### src/logic/morraPkg.sv
package morraPkg;

  localparam int MoveWidth = 2;

  // move codes, zero means the player did not play
  localparam logic [MoveWidth-1:0] MoveNone     = 2'd0;
  localparam logic [MoveWidth-1:0] MoveRock     = 2'd1;
  localparam logic [MoveWidth-1:0] MovePaper    = 2'd2;
  localparam logic [MoveWidth-1:0] MoveScissors = 2'd3;

  // shared by round and match result, none = in progress for the match
  localparam logic [1:0] ResultNone = 2'd0;
  localparam logic [1:0] ResultP1   = 2'd1;
  localparam logic [1:0] ResultP2   = 2'd2;
  localparam logic [1:0] ResultDraw = 2'd3;

  // 4 + 15 rounds at most with the default minimum
  localparam int CountWidth = 5;
  localparam int LeadWidth  = 6;

  typedef struct packed {
    logic [MoveWidth-1:0] p1Move; // upper bits
    logic [MoveWidth-1:0] p2Move;
  } movePair_s;

  // the same word is a move pair, or the extra round count on start
  typedef union packed {
    movePair_s moves;
    logic [2*MoveWidth-1:0] extraRounds;
  } playWord_u;

endpackage

### src/logic/moveJudge.sv
`timescale 1ns/1ps

module moveJudge import morraPkg::*; (
  input  logic       clk,
  input  logic       arstN,
  input  logic       start,
  input  logic       matchOver,
  input  playWord_u  play,
  output logic [1:0] outcome,
  output logic [1:0] roundResult
);

  movePair_s remembered; // last winning move of each player
  movePair_s cur;
  logic      validRound;

  function automatic logic beats(input logic [MoveWidth-1:0] a,
                                 input logic [MoveWidth-1:0] b);
    return (a == MoveRock     && b == MoveScissors) ||
           (a == MovePaper    && b == MoveRock)     ||
           (a == MoveScissors && b == MovePaper);
  endfunction

  assign cur = play.moves;

  // an empty memory slot never matches a real move
  assign validRound = (cur.p1Move != MoveNone) && (cur.p2Move != MoveNone) &&
                      (cur.p1Move != remembered.p1Move) &&
                      (cur.p2Move != remembered.p2Move);

  always_comb begin
    if (start || matchOver || !validRound) begin
      outcome = ResultNone;
    end else if (cur.p1Move == cur.p2Move) begin
      outcome = ResultDraw;
    end else if (beats(cur.p1Move, cur.p2Move)) begin
      outcome = ResultP1;
    end else begin
      outcome = ResultP2;
    end
  end

  always_ff @(posedge clk or negedge arstN) begin
    if (!arstN) begin
      roundResult <= ResultNone;
      remembered  <= '0;
    end else if (start) begin
      roundResult <= ResultNone;
      remembered  <= '0;
    end else begin
      roundResult <= outcome;
      case (outcome)
        ResultP1: begin
          remembered.p1Move <= cur.p1Move; // loser forgets
          remembered.p2Move <= MoveNone;
        end
        ResultP2: begin
          remembered.p1Move <= MoveNone;
          remembered.p2Move <= cur.p2Move;
        end
        ResultDraw: begin
          remembered <= '0;
        end
        default: begin
          remembered <= remembered; // invalid round keeps memory
        end
      endcase
    end
  end

  // only the last winner can hold a remembered move
  oneMemory: assert property (@(posedge clk) disable iff (!arstN)
    !(remembered.p1Move != MoveNone && remembered.p2Move != MoveNone))
    else $error("both players hold a remembered move");

endmodule

### src/logic/roundTracker.sv
`timescale 1ns/1ps

module roundTracker import morraPkg::*; #(
  parameter int MinRounds = 4
) (
  input  logic       clk,
  input  logic       arstN,
  input  logic       start,
  input  playWord_u  play,
  input  logic [1:0] outcome,
  output logic       minReached,
  output logic       lastRound
);

  logic [CountWidth-1:0] roundCount;
  logic [CountWidth-1:0] maxRounds;
  logic [CountWidth-1:0] countNext;

  assign countNext = roundCount + 1'b1; // count if this round is valid

  assign minReached = countNext >= CountWidth'(MinRounds);
  assign lastRound  = countNext == maxRounds;

  always_ff @(posedge clk or negedge arstN) begin
    if (!arstN) begin
      roundCount <= '0;
      maxRounds  <= CountWidth'(MinRounds);
    end else if (start) begin
      roundCount <= '0;
      maxRounds  <= CountWidth'(MinRounds) + CountWidth'(play.extraRounds);
    end else if (outcome != ResultNone) begin
      roundCount <= countNext;
    end
  end

  // the scorer has to close the match before the count runs past the limit
  countBound: assert property (@(posedge clk) disable iff (!arstN)
    roundCount <= maxRounds)
    else $error("round count %0d beyond maximum %0d", roundCount, maxRounds);

endmodule

### src/logic/matchScorer.sv
`timescale 1ns/1ps

module matchScorer import morraPkg::*; #(
  parameter int WinMargin = 2
) (
  input  logic       clk,
  input  logic       arstN,
  input  logic       start,
  input  logic [1:0] outcome,
  input  logic       minReached,
  input  logic       lastRound,
  output logic       matchOver,
  output logic [1:0] matchResult
);

  logic signed [LeadWidth-1:0] lead; // positive means p1 ahead
  logic signed [LeadWidth-1:0] leadNext;
  logic signed [LeadWidth-1:0] leadMag;
  logic                        marginMet;
  logic [1:0]                  leader;
  logic                        roundPlayed;

  assign roundPlayed = outcome != ResultNone;

  always_comb begin
    case (outcome)
      ResultP1: leadNext = lead + LeadWidth'(1);
      ResultP2: leadNext = lead - LeadWidth'(1);
      default:  leadNext = lead;
    endcase
  end

  assign leadMag   = (leadNext < 0) ? -leadNext : leadNext;
  assign marginMet = leadMag >= LeadWidth'(WinMargin);
  assign leader    = (leadNext > 0) ? ResultP1 : ResultP2;

  always_ff @(posedge clk or negedge arstN) begin
    if (!arstN) begin
      lead        <= '0;
      matchOver   <= 1'b0;
      matchResult <= ResultNone;
    end else if (start) begin
      lead        <= '0;
      matchOver   <= 1'b0;
      matchResult <= ResultNone;
    end else if (roundPlayed) begin
      lead <= leadNext;
      if (minReached && marginMet) begin
        matchOver   <= 1'b1; // early win
        matchResult <= leader;
      end else if (lastRound) begin
        matchOver   <= 1'b1;
        matchResult <= marginMet ? leader : ResultDraw;
      end
    end
  end

  // relies on the judge muting rounds once the match is closed
  resultHeld: assert property (@(posedge clk) disable iff (!arstN)
    matchOver && !start |=> $stable(matchResult))
    else $error("match result changed after the end of the match");

endmodule

### src/logic/morraReferee.sv
`timescale 1ns/1ps

module morraReferee import morraPkg::*; #(
  parameter int MinRounds = 4,
  parameter int WinMargin = 2
) (
  input  logic       clk,
  input  logic       arstN,
  input  logic       start,
  input  playWord_u  play,
  output logic [1:0] roundResult,
  output logic [1:0] matchResult
);

  logic [1:0] outcome; // combinational result of the word on the bus
  logic       minReached;
  logic       lastRound;
  logic       matchOver;

  moveJudge judge (
    .clk         (clk),
    .arstN       (arstN),
    .start       (start),
    .matchOver   (matchOver),
    .play        (play),
    .outcome     (outcome),
    .roundResult (roundResult)
  );

  roundTracker #(
    .MinRounds (MinRounds)
  ) tracker (
    .clk        (clk),
    .arstN      (arstN),
    .start      (start),
    .play       (play),
    .outcome    (outcome),
    .minReached (minReached),
    .lastRound  (lastRound)
  );

  matchScorer #(
    .WinMargin (WinMargin)
  ) scorer (
    .clk         (clk),
    .arstN       (arstN),
    .start       (start),
    .outcome     (outcome),
    .minReached  (minReached),
    .lastRound   (lastRound),
    .matchOver   (matchOver),
    .matchResult (matchResult)
  );

endmodule

### config.mk
export PLATFORM = sky130hd
export DESIGN_NAME = morraReferee
export DESIGN_NICKNAME = d
export VERILOG_FILES = /design/src/logic/morraPkg.sv /design/src/logic/moveJudge.sv /design/src/logic/roundTracker.sv /design/src/logic/matchScorer.sv /design/src/logic/morraReferee.sv
export SDC_FILE = /design/constraint.sdc
export NUM_CORES = 1
export LEC_CHECK = 0
export ABC_AREA = 1
export BUFFER_PORTS_ARGS = -buffer_cell sky130_fd_sc_hd__buf_2
export CAP_MARGIN = 20
export CORE_UTILIZATION = 45
export DETAILED_ROUTE_END_ITERATION = 7
export GPL_TIMING_DRIVEN = 0
export REMOVE_ABC_BUFFERS = 1
export SKIP_CTS_REPAIR_TIMING = 1
export SYNTH_ARGS = -nofsm -noshare
export SYNTH_HDL_FRONTEND = slang
export SYNTH_HIERARCHICAL = 1
export SYNTH_SLANG_ARGS = --single-unit
### constraint.sdc
create_clock -name clk -period 3.9 [get_ports clk]
set_input_delay 0.195 -clock clk [delete_from_list [all_inputs] [get_ports clk]]
set_output_delay 0.195 -clock clk [all_outputs]
set_load 0.01 [all_outputs]
Word-level counts from Yosys, hierarchy flattened
Cells that the tools add are included.
{"block": "word_totals", "input_bits": 7, "ff_bits": 25, "elab_cells": 71, "output_inout_bits": 4}
{"block": "classes", "magnitude_cmp": 4, "n_reduce_logical": 19, "addsub": 5, "muxes": 22, "n_eq_ne": 13}
{"op": "two-way mux 2 bit", "count": 10}
{"op": "two-way mux 6 bit", "count": 3}
{"op": "== test 2 bit, second input constant", "count": 6}
{"op": "one-hot mux 4 bit (3 select lines)", "count": 1}
{"op": "one-hot mux 6 bit (2 select lines)", "count": 1}
{"op": "two-way mux 5 bit", "count": 2}
{"op": "nonzero test 2 bit", "count": 4}
{"op": "logical AND 1 bit", "count": 7}
{"op": "adder 6 x 2 -> 6 bit, second input constant", "count": 1}
{"op": "== test 2 x 1 -> 1 bit, second input constant", "count": 3}
{"op": "greater-or-equal comparator 6 x 3 -> 1 bit, second input constant", "count": 1}
{"op": "greater-than comparator 6 x 1 -> 1 bit, second input constant", "count": 1}
{"op": "< comparator 6 x 1 -> 1 bit, second input constant", "count": 1}
{"op": "negator 6 bit", "count": 1}
{"op": "subtractor 6 x 2 -> 6 bit, second input constant", "count": 1}
{"op": "adder 3 x 4 -> 5 bit, first input constant", "count": 1}
{"op": "adder 5 x 1 -> 5 bit, second input constant", "count": 1}
{"op": "== test 5 bit", "count": 1}
{"op": "greater-or-equal comparator 5 x 3 -> 1 bit, second input constant", "count": 1}
{"op": "logical OR 1 bit", "count": 4}
{"op": "two-way mux 1 bit", "count": 4}
{"op": "two-way mux 4 bit", "count": 1}
{"op": "!= test 2 bit", "count": 2}
{"op": "nonzero test 4 bit", "count": 1}
{"op": "4 further kinds", "count": 4}

Longest topological paths before layout
{"block": "depth", "depth_word": 17, "ltp_mapped": 33, "mapped_depth_nobuf": 32}

Cells and area by module
Netlist, hierarchy kept.
{"mod": "matchScorer", "instances": 1, "seq_area_each_um2": 225.2, "cells_per_inst": 143, "area_each_um2": 945.9}
{"mod": "roundTracker", "instances": 1, "seq_area_each_um2": 251.5, "cells_per_inst": 76, "area_each_um2": 575.6}
{"mod": "moveJudge", "instances": 1, "seq_area_each_um2": 150.1, "cells_per_inst": 67, "area_each_um2": 432.9}

Worst setup path after synthesis
Ideal clock, no wire load.
{"block": "synth_timing", "path_type": "register to register", "start": "reg judge/remembered[2] (netlist name)", "end": "reg scorer.matchResult[0]", "path_buffers": 1, "path_stages_with_launch": 28, "synth_period_minus_slack_ns": 3.083, "setup_time_ns": 0.117, "path_slack_ns": 0.817, "required_time_ns": 3.783, "t_arrival_ns": 2.966, "cell_sequence": "dfrtp_1 nand2_1 nand2_1 nand2_1 nand2_1 nand3_1 nor2_1 inv_1 ha_1 buf_6 nor2_1 nor2_2 ha_1 mux2i_2 ha_1 inv_1 nor2_2 nand3_1 nand2_1 nand2_1 nand2_1 nand2_1 nand2_2 nand2_2 nand2_4 nand2_4 nand2_1 nand2_1"}
{"block": "synth_between", "elab_chain_len": 16, "word_cells_on_any_way": 25, "cone_classes": "1 x add/sub; 3 x order compare; 3 x eq/ne; 9 x mux; 9 x reduce/logical"}
{"item": "from (decl)", "line_no": "moveJudge.sv:13", "rtl": "movePair_s remembered;"}
{"item": "from (signal assigned)", "line_no": "moveJudge.sv:65", "rtl": "remembered <= remembered;"}
{"item": "!= test 2 bit *", "line_no": "moveJudge.sv:28", "rtl": "(cur.p1Move != remembered.p1Move) &&"}
{"item": "logical AND 1 bit *", "line_no": "moveJudge.sv:27", "rtl": "assign validRound = (cur.p1Move != MoveNone) && (cur.p2Move != MoveNone) &&"}
{"item": "logical AND 1 bit *", "line_no": "moveJudge.sv:28"}
{"item": "logical NOT 1 bit *", "line_no": "moveJudge.sv:32", "rtl": "if (start || matchOver || !validRound) begin"}
{"item": "logical OR 1 bit *", "line_no": "moveJudge.sv:32"}
{"item": "two-way mux 2 bit *", "line_no": "moveJudge.sv:32"}
{"item": "net outcome[0]", "line_no": "morraReferee.sv:15", "rtl": "logic [1:0] outcome;"}
{"item": "== test 2 bit or == test 2 x 1 -> 1 bit (tied branches)", "line_no": "matchScorer.sv:26", "rtl": "case (outcome)"}
{"item": "one-hot mux 6 bit (2 select lines)", "line_no": "matchScorer.sv:26"}
{"item": "negator 6 bit or < comparator 6 x 1 -> 1 bit (tied branches)", "line_no": "matchScorer.sv:33", "rtl": "assign leadMag = (leadNext < 0) ? -leadNext : leadNext;"}
{"item": "two-way mux 6 bit", "line_no": "matchScorer.sv:33"}
{"item": "greater-or-equal comparator 6 x 3 -> 1 bit", "line_no": "matchScorer.sv:34", "rtl": "assign marginMet = leadMag >= LeadWidth'(WinMargin);"}
{"item": "two-way mux 2 bit", "line_no": "matchScorer.sv:53", "rtl": "matchResult <= marginMet ? leader : ResultDraw;"}
{"item": "two-way mux 2 bit", "line_no": "matchScorer.sv:51", "rtl": "end else if (lastRound) begin"}
{"item": "two-way mux 2 bit", "line_no": "matchScorer.sv:48", "rtl": "if (minReached && marginMet) begin"}
{"item": "two-way mux 2 bit", "line_no": "matchScorer.sv:46", "rtl": "end else if (roundPlayed) begin"}
{"item": "two-way mux 2 bit", "line_no": "matchScorer.sv:42", "rtl": "end else if (start) begin"}
{"item": "to (signal assigned)", "line_no": "matchScorer.sv:41", "rtl": "matchResult <= ResultNone;"}
{"item": "to (signal assigned)", "line_no": "matchScorer.sv:50", "rtl": "matchResult <= leader;"}
{"item": "to (signal assigned)", "line_no": "matchScorer.sv:53"}
{"item": "to (decl)", "line_no": "matchScorer.sv:13", "rtl": "output logic [1:0] matchResult"}
Mark *: on every way through the listed nets, which the timed path passes. The rest lies on a longest branch. The select of a mux whose other input is x is not followed.
A chain may end at the register's enable or synchronous reset.

Final worst setup path
{"block": "layout_timing", "start": "reg judge/remembered[0] (netlist name)", "end": "reg scorer.matchResult[0]"}
{"block": "layout_between", "elab_chain_len": 15, "word_cells_on_any_way": 24, "cone_classes": "1 x add/sub; 3 x order compare; 3 x eq/ne; 9 x mux; 8 x reduce/logical"}
{"item": "!= test 2 bit *", "line_no": "moveJudge.sv:29", "rtl": "(cur.p2Move != remembered.p2Move);"}
{"item": "logical AND 1 bit *", "line_no": "moveJudge.sv:28"}
{"item": "logical NOT 1 bit *", "line_no": "moveJudge.sv:32"}
{"item": "logical OR 1 bit *", "line_no": "moveJudge.sv:32"}
{"item": "two-way mux 2 bit *", "line_no": "moveJudge.sv:32"}
{"item": "net outcome[1]", "line_no": "morraReferee.sv:15"}
{"item": "== test 2 bit or == test 2 x 1 -> 1 bit (tied branches)", "line_no": "matchScorer.sv:26"}
{"item": "one-hot mux 6 bit (2 select lines)", "line_no": "matchScorer.sv:26"}
{"item": "negator 6 bit or < comparator 6 x 1 -> 1 bit (tied branches)", "line_no": "matchScorer.sv:33"}
{"item": "two-way mux 6 bit", "line_no": "matchScorer.sv:33"}
{"item": "greater-or-equal comparator 6 x 3 -> 1 bit", "line_no": "matchScorer.sv:34"}
{"item": "two-way mux 2 bit", "line_no": "matchScorer.sv:53"}
{"item": "two-way mux 2 bit", "line_no": "matchScorer.sv:51"}
{"item": "two-way mux 2 bit", "line_no": "matchScorer.sv:48"}
{"item": "two-way mux 2 bit", "line_no": "matchScorer.sv:46"}
{"item": "two-way mux 2 bit", "line_no": "matchScorer.sv:42"}
Marked as above.

==> flow_metrics.tcl <==
set metrics [dict create \
    status "complete, no violations" \
    dp_slack_ns 0.230 \
    ios 11 \
    period_minus_slack_ns 3.43 \
    track_usage 0.208 \
    crit_type "reg2reg" \
    grt_pass1_vias 1587 \
    r2r_slack_ns 0.47 \
    combPwrFrac 0.419 \
    slew_viol_final 0 \
    drt_iter0_drc 107 \
    cp.arrival_ns 3.61 \
    start_util 0.478 \
    vias 1733 \
    synthCells 286 \
    synth_cell_types 30 \
    num_rows 23 \
    peakVddDrop_v 0.000214 \
    fin_setup_tns_ns 0 \
    grt_max_degree 26 \
    cts_root_buffer "clkbuf_8" \
    power_density_nw_per_um2 395 \
    p_clk_frac 0.208 \
    drc 0 \
    grt_overflow 0 \
    finalSetupViolCount 0 \
    h-tree-depth 1 \
    hp-class "in2reg" \
    yosysWarnings 6 \
    via_per_inst 4.98 \
    drive_above_1_share 0.168 \
    crit_fanout 10 \
    fin_cells 348 \
    ys_seq_area_frac 0.321 \
    relSlewSlack 0.612 \
    numCtsBuffers 3 \
    fmax_ghz 0.291 \
    fin_util 0.515 \
    gp_congestion 0.814 \
    grt_pass1_wl_um 7190 \
    n_antenna_cell 0 \
    cts_tree "built" \
    fin_crit_sh 0.880 \
    setup_slack_ns 0.469 \
    netSwitchingPower_uw 342 \
    cts_sinks 25 \
    wl_um 4130 \
    syn_area_um2 1950 \
    critPathCaptureType "register" \
    final_cell_mix "nand2_1 (103), inv_1 (34), nand3_1 (24), dfrtp_1 (24), nor2_1 (16)" \
    syn_to_final_growth_pct 7.68 \
    cts.clk_slew.worst_paths_ns 0.11 \
    rsz0062_at_grt "no" \
    critPathLaunchType "register" \
    intPower_uw 490 \
    switching_share 0.411 \
    worstMarginPinSlew_ns 0.583 \
    p_leak_nw 1.15 \
    fp.dieW_um 67.9 \
    cts_buffer_depth 2 \
    wl_per_cell_um 11.9 \
    ys_ff_latch 25 \
    hold_viol_final 0 \
    syn_avg_cell_area_um2 6.83 \
    core_area_um2 4090 \
    clock_latency_ns 0.28 \
    antenna_left 0 \
    drv_cap 0 \
    hpwl_um 3220 \
    power_frac_seq 0.372 \
    dp_cells 343 \
    antenna_found_initial 0 \
    cp.required_ns 4.08 \
    die_h_um 67.9 \
    first_pass_iters 6 \
    portBuffers 10 \
    worst_clock_skew_ns 0.00999 \
    layout.nets 316 \
    dieArea_um2 4610 \
    mostFrequentLayoutCell "nand2_1" \
]
-- registers in the layout, summed over array words and instances, names as in the netlist --
signal	count
scorer/lead	6
tracker/maxRounds	5
tracker/roundCount	5
judge/remembered	4
judge/roundResult	2
scorer/matchResult	2
scorer/matchOver	1
-- worst max-delay path: stages, from the launching register on --
cell and delay, ns:
dfrtp_1 0.39, nand2_1 0.06, nand2_1 0.05, nand2_1 0.04, nand2_1 0.11, nand4_2 0.15
inv_1 0.19, ha_2 0.37, nor2_1 0.11, nor2_2 0.16, ha_1 0.25, mux2i_2 0.27
ha_1 0.23, inv_1 0.06, nor2_2 0.17, nand3_1 0.10, nand2_1 0.07, nand2_1 0.05
nand2_1 0.06, nand2_1 0.05, nand2_2 0.08, nand2_2 0.07, nand2_4 0.08, nand2_4 0.05
nand2_1 0.06, nand2_1 0.05
-- metrics by stage --
| stage | cell area, um^2 | total power, mW | hold WS [ns] |
|---|---|---|---|
| after global placement | 2040 | 0.658 | 0.228 |
| final | 2100 | 0.831 | 0.178 |
| after CTS | 2090 | 0.836 | -0.0876 |
| after global routing | 2100 | 0.902 | 0.181 |
| after detailed placement | 2040 | 0.661 | 0.232 |
| after floorplan | 1930 | 0.580 | -0.101 |
-- cells by family (layout without fill, tap and decap cells) --
| kind of cell | count (synthesis) | count (layout) | share of synthesized area |
|---|---|---|---|
| compound gates | 23 | 23 | 0.0717 |
| xor+xnor | 7 | 7 | 0.0314 |
| fa+ha+maj | 10 | 10 | 0.0640 |
| buf+inv | 44 | 56 | 0.0928 |
| flops | 25 | 25 | 0.321 |
| mux | 1 | 1 | 0.00704 |
| simple gates | 176 | 176 | 0.412 |
-- metal layers --
metal | GRT usage | wire, um
met5 | 0 | 0
met4 | 0.0547 | 40
met3 | 0.0250 | 75
met2 | 0.325 | 1790
met1 | 0.301 | 2230
-- cell type report --
type	instances	area, um^2
repair buffers	11	60.1
clock inverters	1	8.76
flip-flops and latches	25	627
multi-input cells	217	1150
inverters	41	154
well taps	50	62.6
fillers	421	1980
clock buffers	3	41.3
-- Yosys cell counts --
| library cell | count | area share |
|---|---|---|
| nand3_2 | 5 | 0.026 |
| inv_1 | 34 | 0.065 |
| inv_2 | 7 | 0.013 |
| nand4_1 | 2 | 0.0064 |
| mux2i_2 | 1 | 0.0070 |
| dfrtp_1 | 24 | 0.31 |
| nor2_2 | 8 | 0.026 |
| buf_2 | 1 | 0.0026 |
| dfstp_2 | 1 | 0.013 |
| nand3b_1 | 1 | 0.0038 |
| nand2_4 | 2 | 0.012 |
| o21ai_2 | 1 | 0.0045 |
| nand2_2 | 7 | 0.022 |
| nor2_4 | 1 | 0.0058 |
| buf_6 | 2 | 0.012 |
| nand2_1 | 103 | 0.20 |
| a21oi_1 | 1 | 0.0026 |
| o31ai_1 | 2 | 0.0077 |
| nor3_1 | 5 | 0.013 |
| o21ai_1 | 1 | 0.0026 |
| nor2_1 | 17 | 0.033 |
| xor2_1 | 4 | 0.018 |
| xnor2_1 | 3 | 0.013 |
| o21ai_0 | 8 | 0.020 |
| o22ai_1 | 7 | 0.022 |
| nand4_2 | 1 | 0.0064 |
| nand3_1 | 24 | 0.061 |
| ha_1 | 10 | 0.064 |
| o21bai_1 | 2 | 0.0077 |
| a21boi_1 | 1 | 0.0038 |
-- final timing paths --
| check | start | end | cells after the start |
|---|---|---|---|
| setup reg to reg | judge/remembered[0] | scorer/matchResult[0] | 25 |
| hold reg to reg | scorer/matchResult[1] | scorer/matchResult[1] | 2 |
| hold / removal | play[1] | tracker/maxRounds[1] | 3 |
| setup / recovery | judge/remembered[0] | scorer/matchResult[0] | 25 |
| min in group asynchronous | arstN | judge/remembered[2] | 2 |
| max in group asynchronous | arstN | tracker/roundCount[3] | 2 |
-- power by group through the flow --
stage | clock, mW | combinational (mW) | sequential (mW)
global route | 0.187 | 0.402 | 0.313
global placement | 0 | 0.344 | 0.314
finish | 0.173 | 0.349 | 0.310
floorplan | 0 | 0.266 | 0.314
detailed placement | 0 | 0.347 | 0.315
CTS | 0.177 | 0.349 | 0.310
No activity file was read; power rests on OpenSTA's default activity.
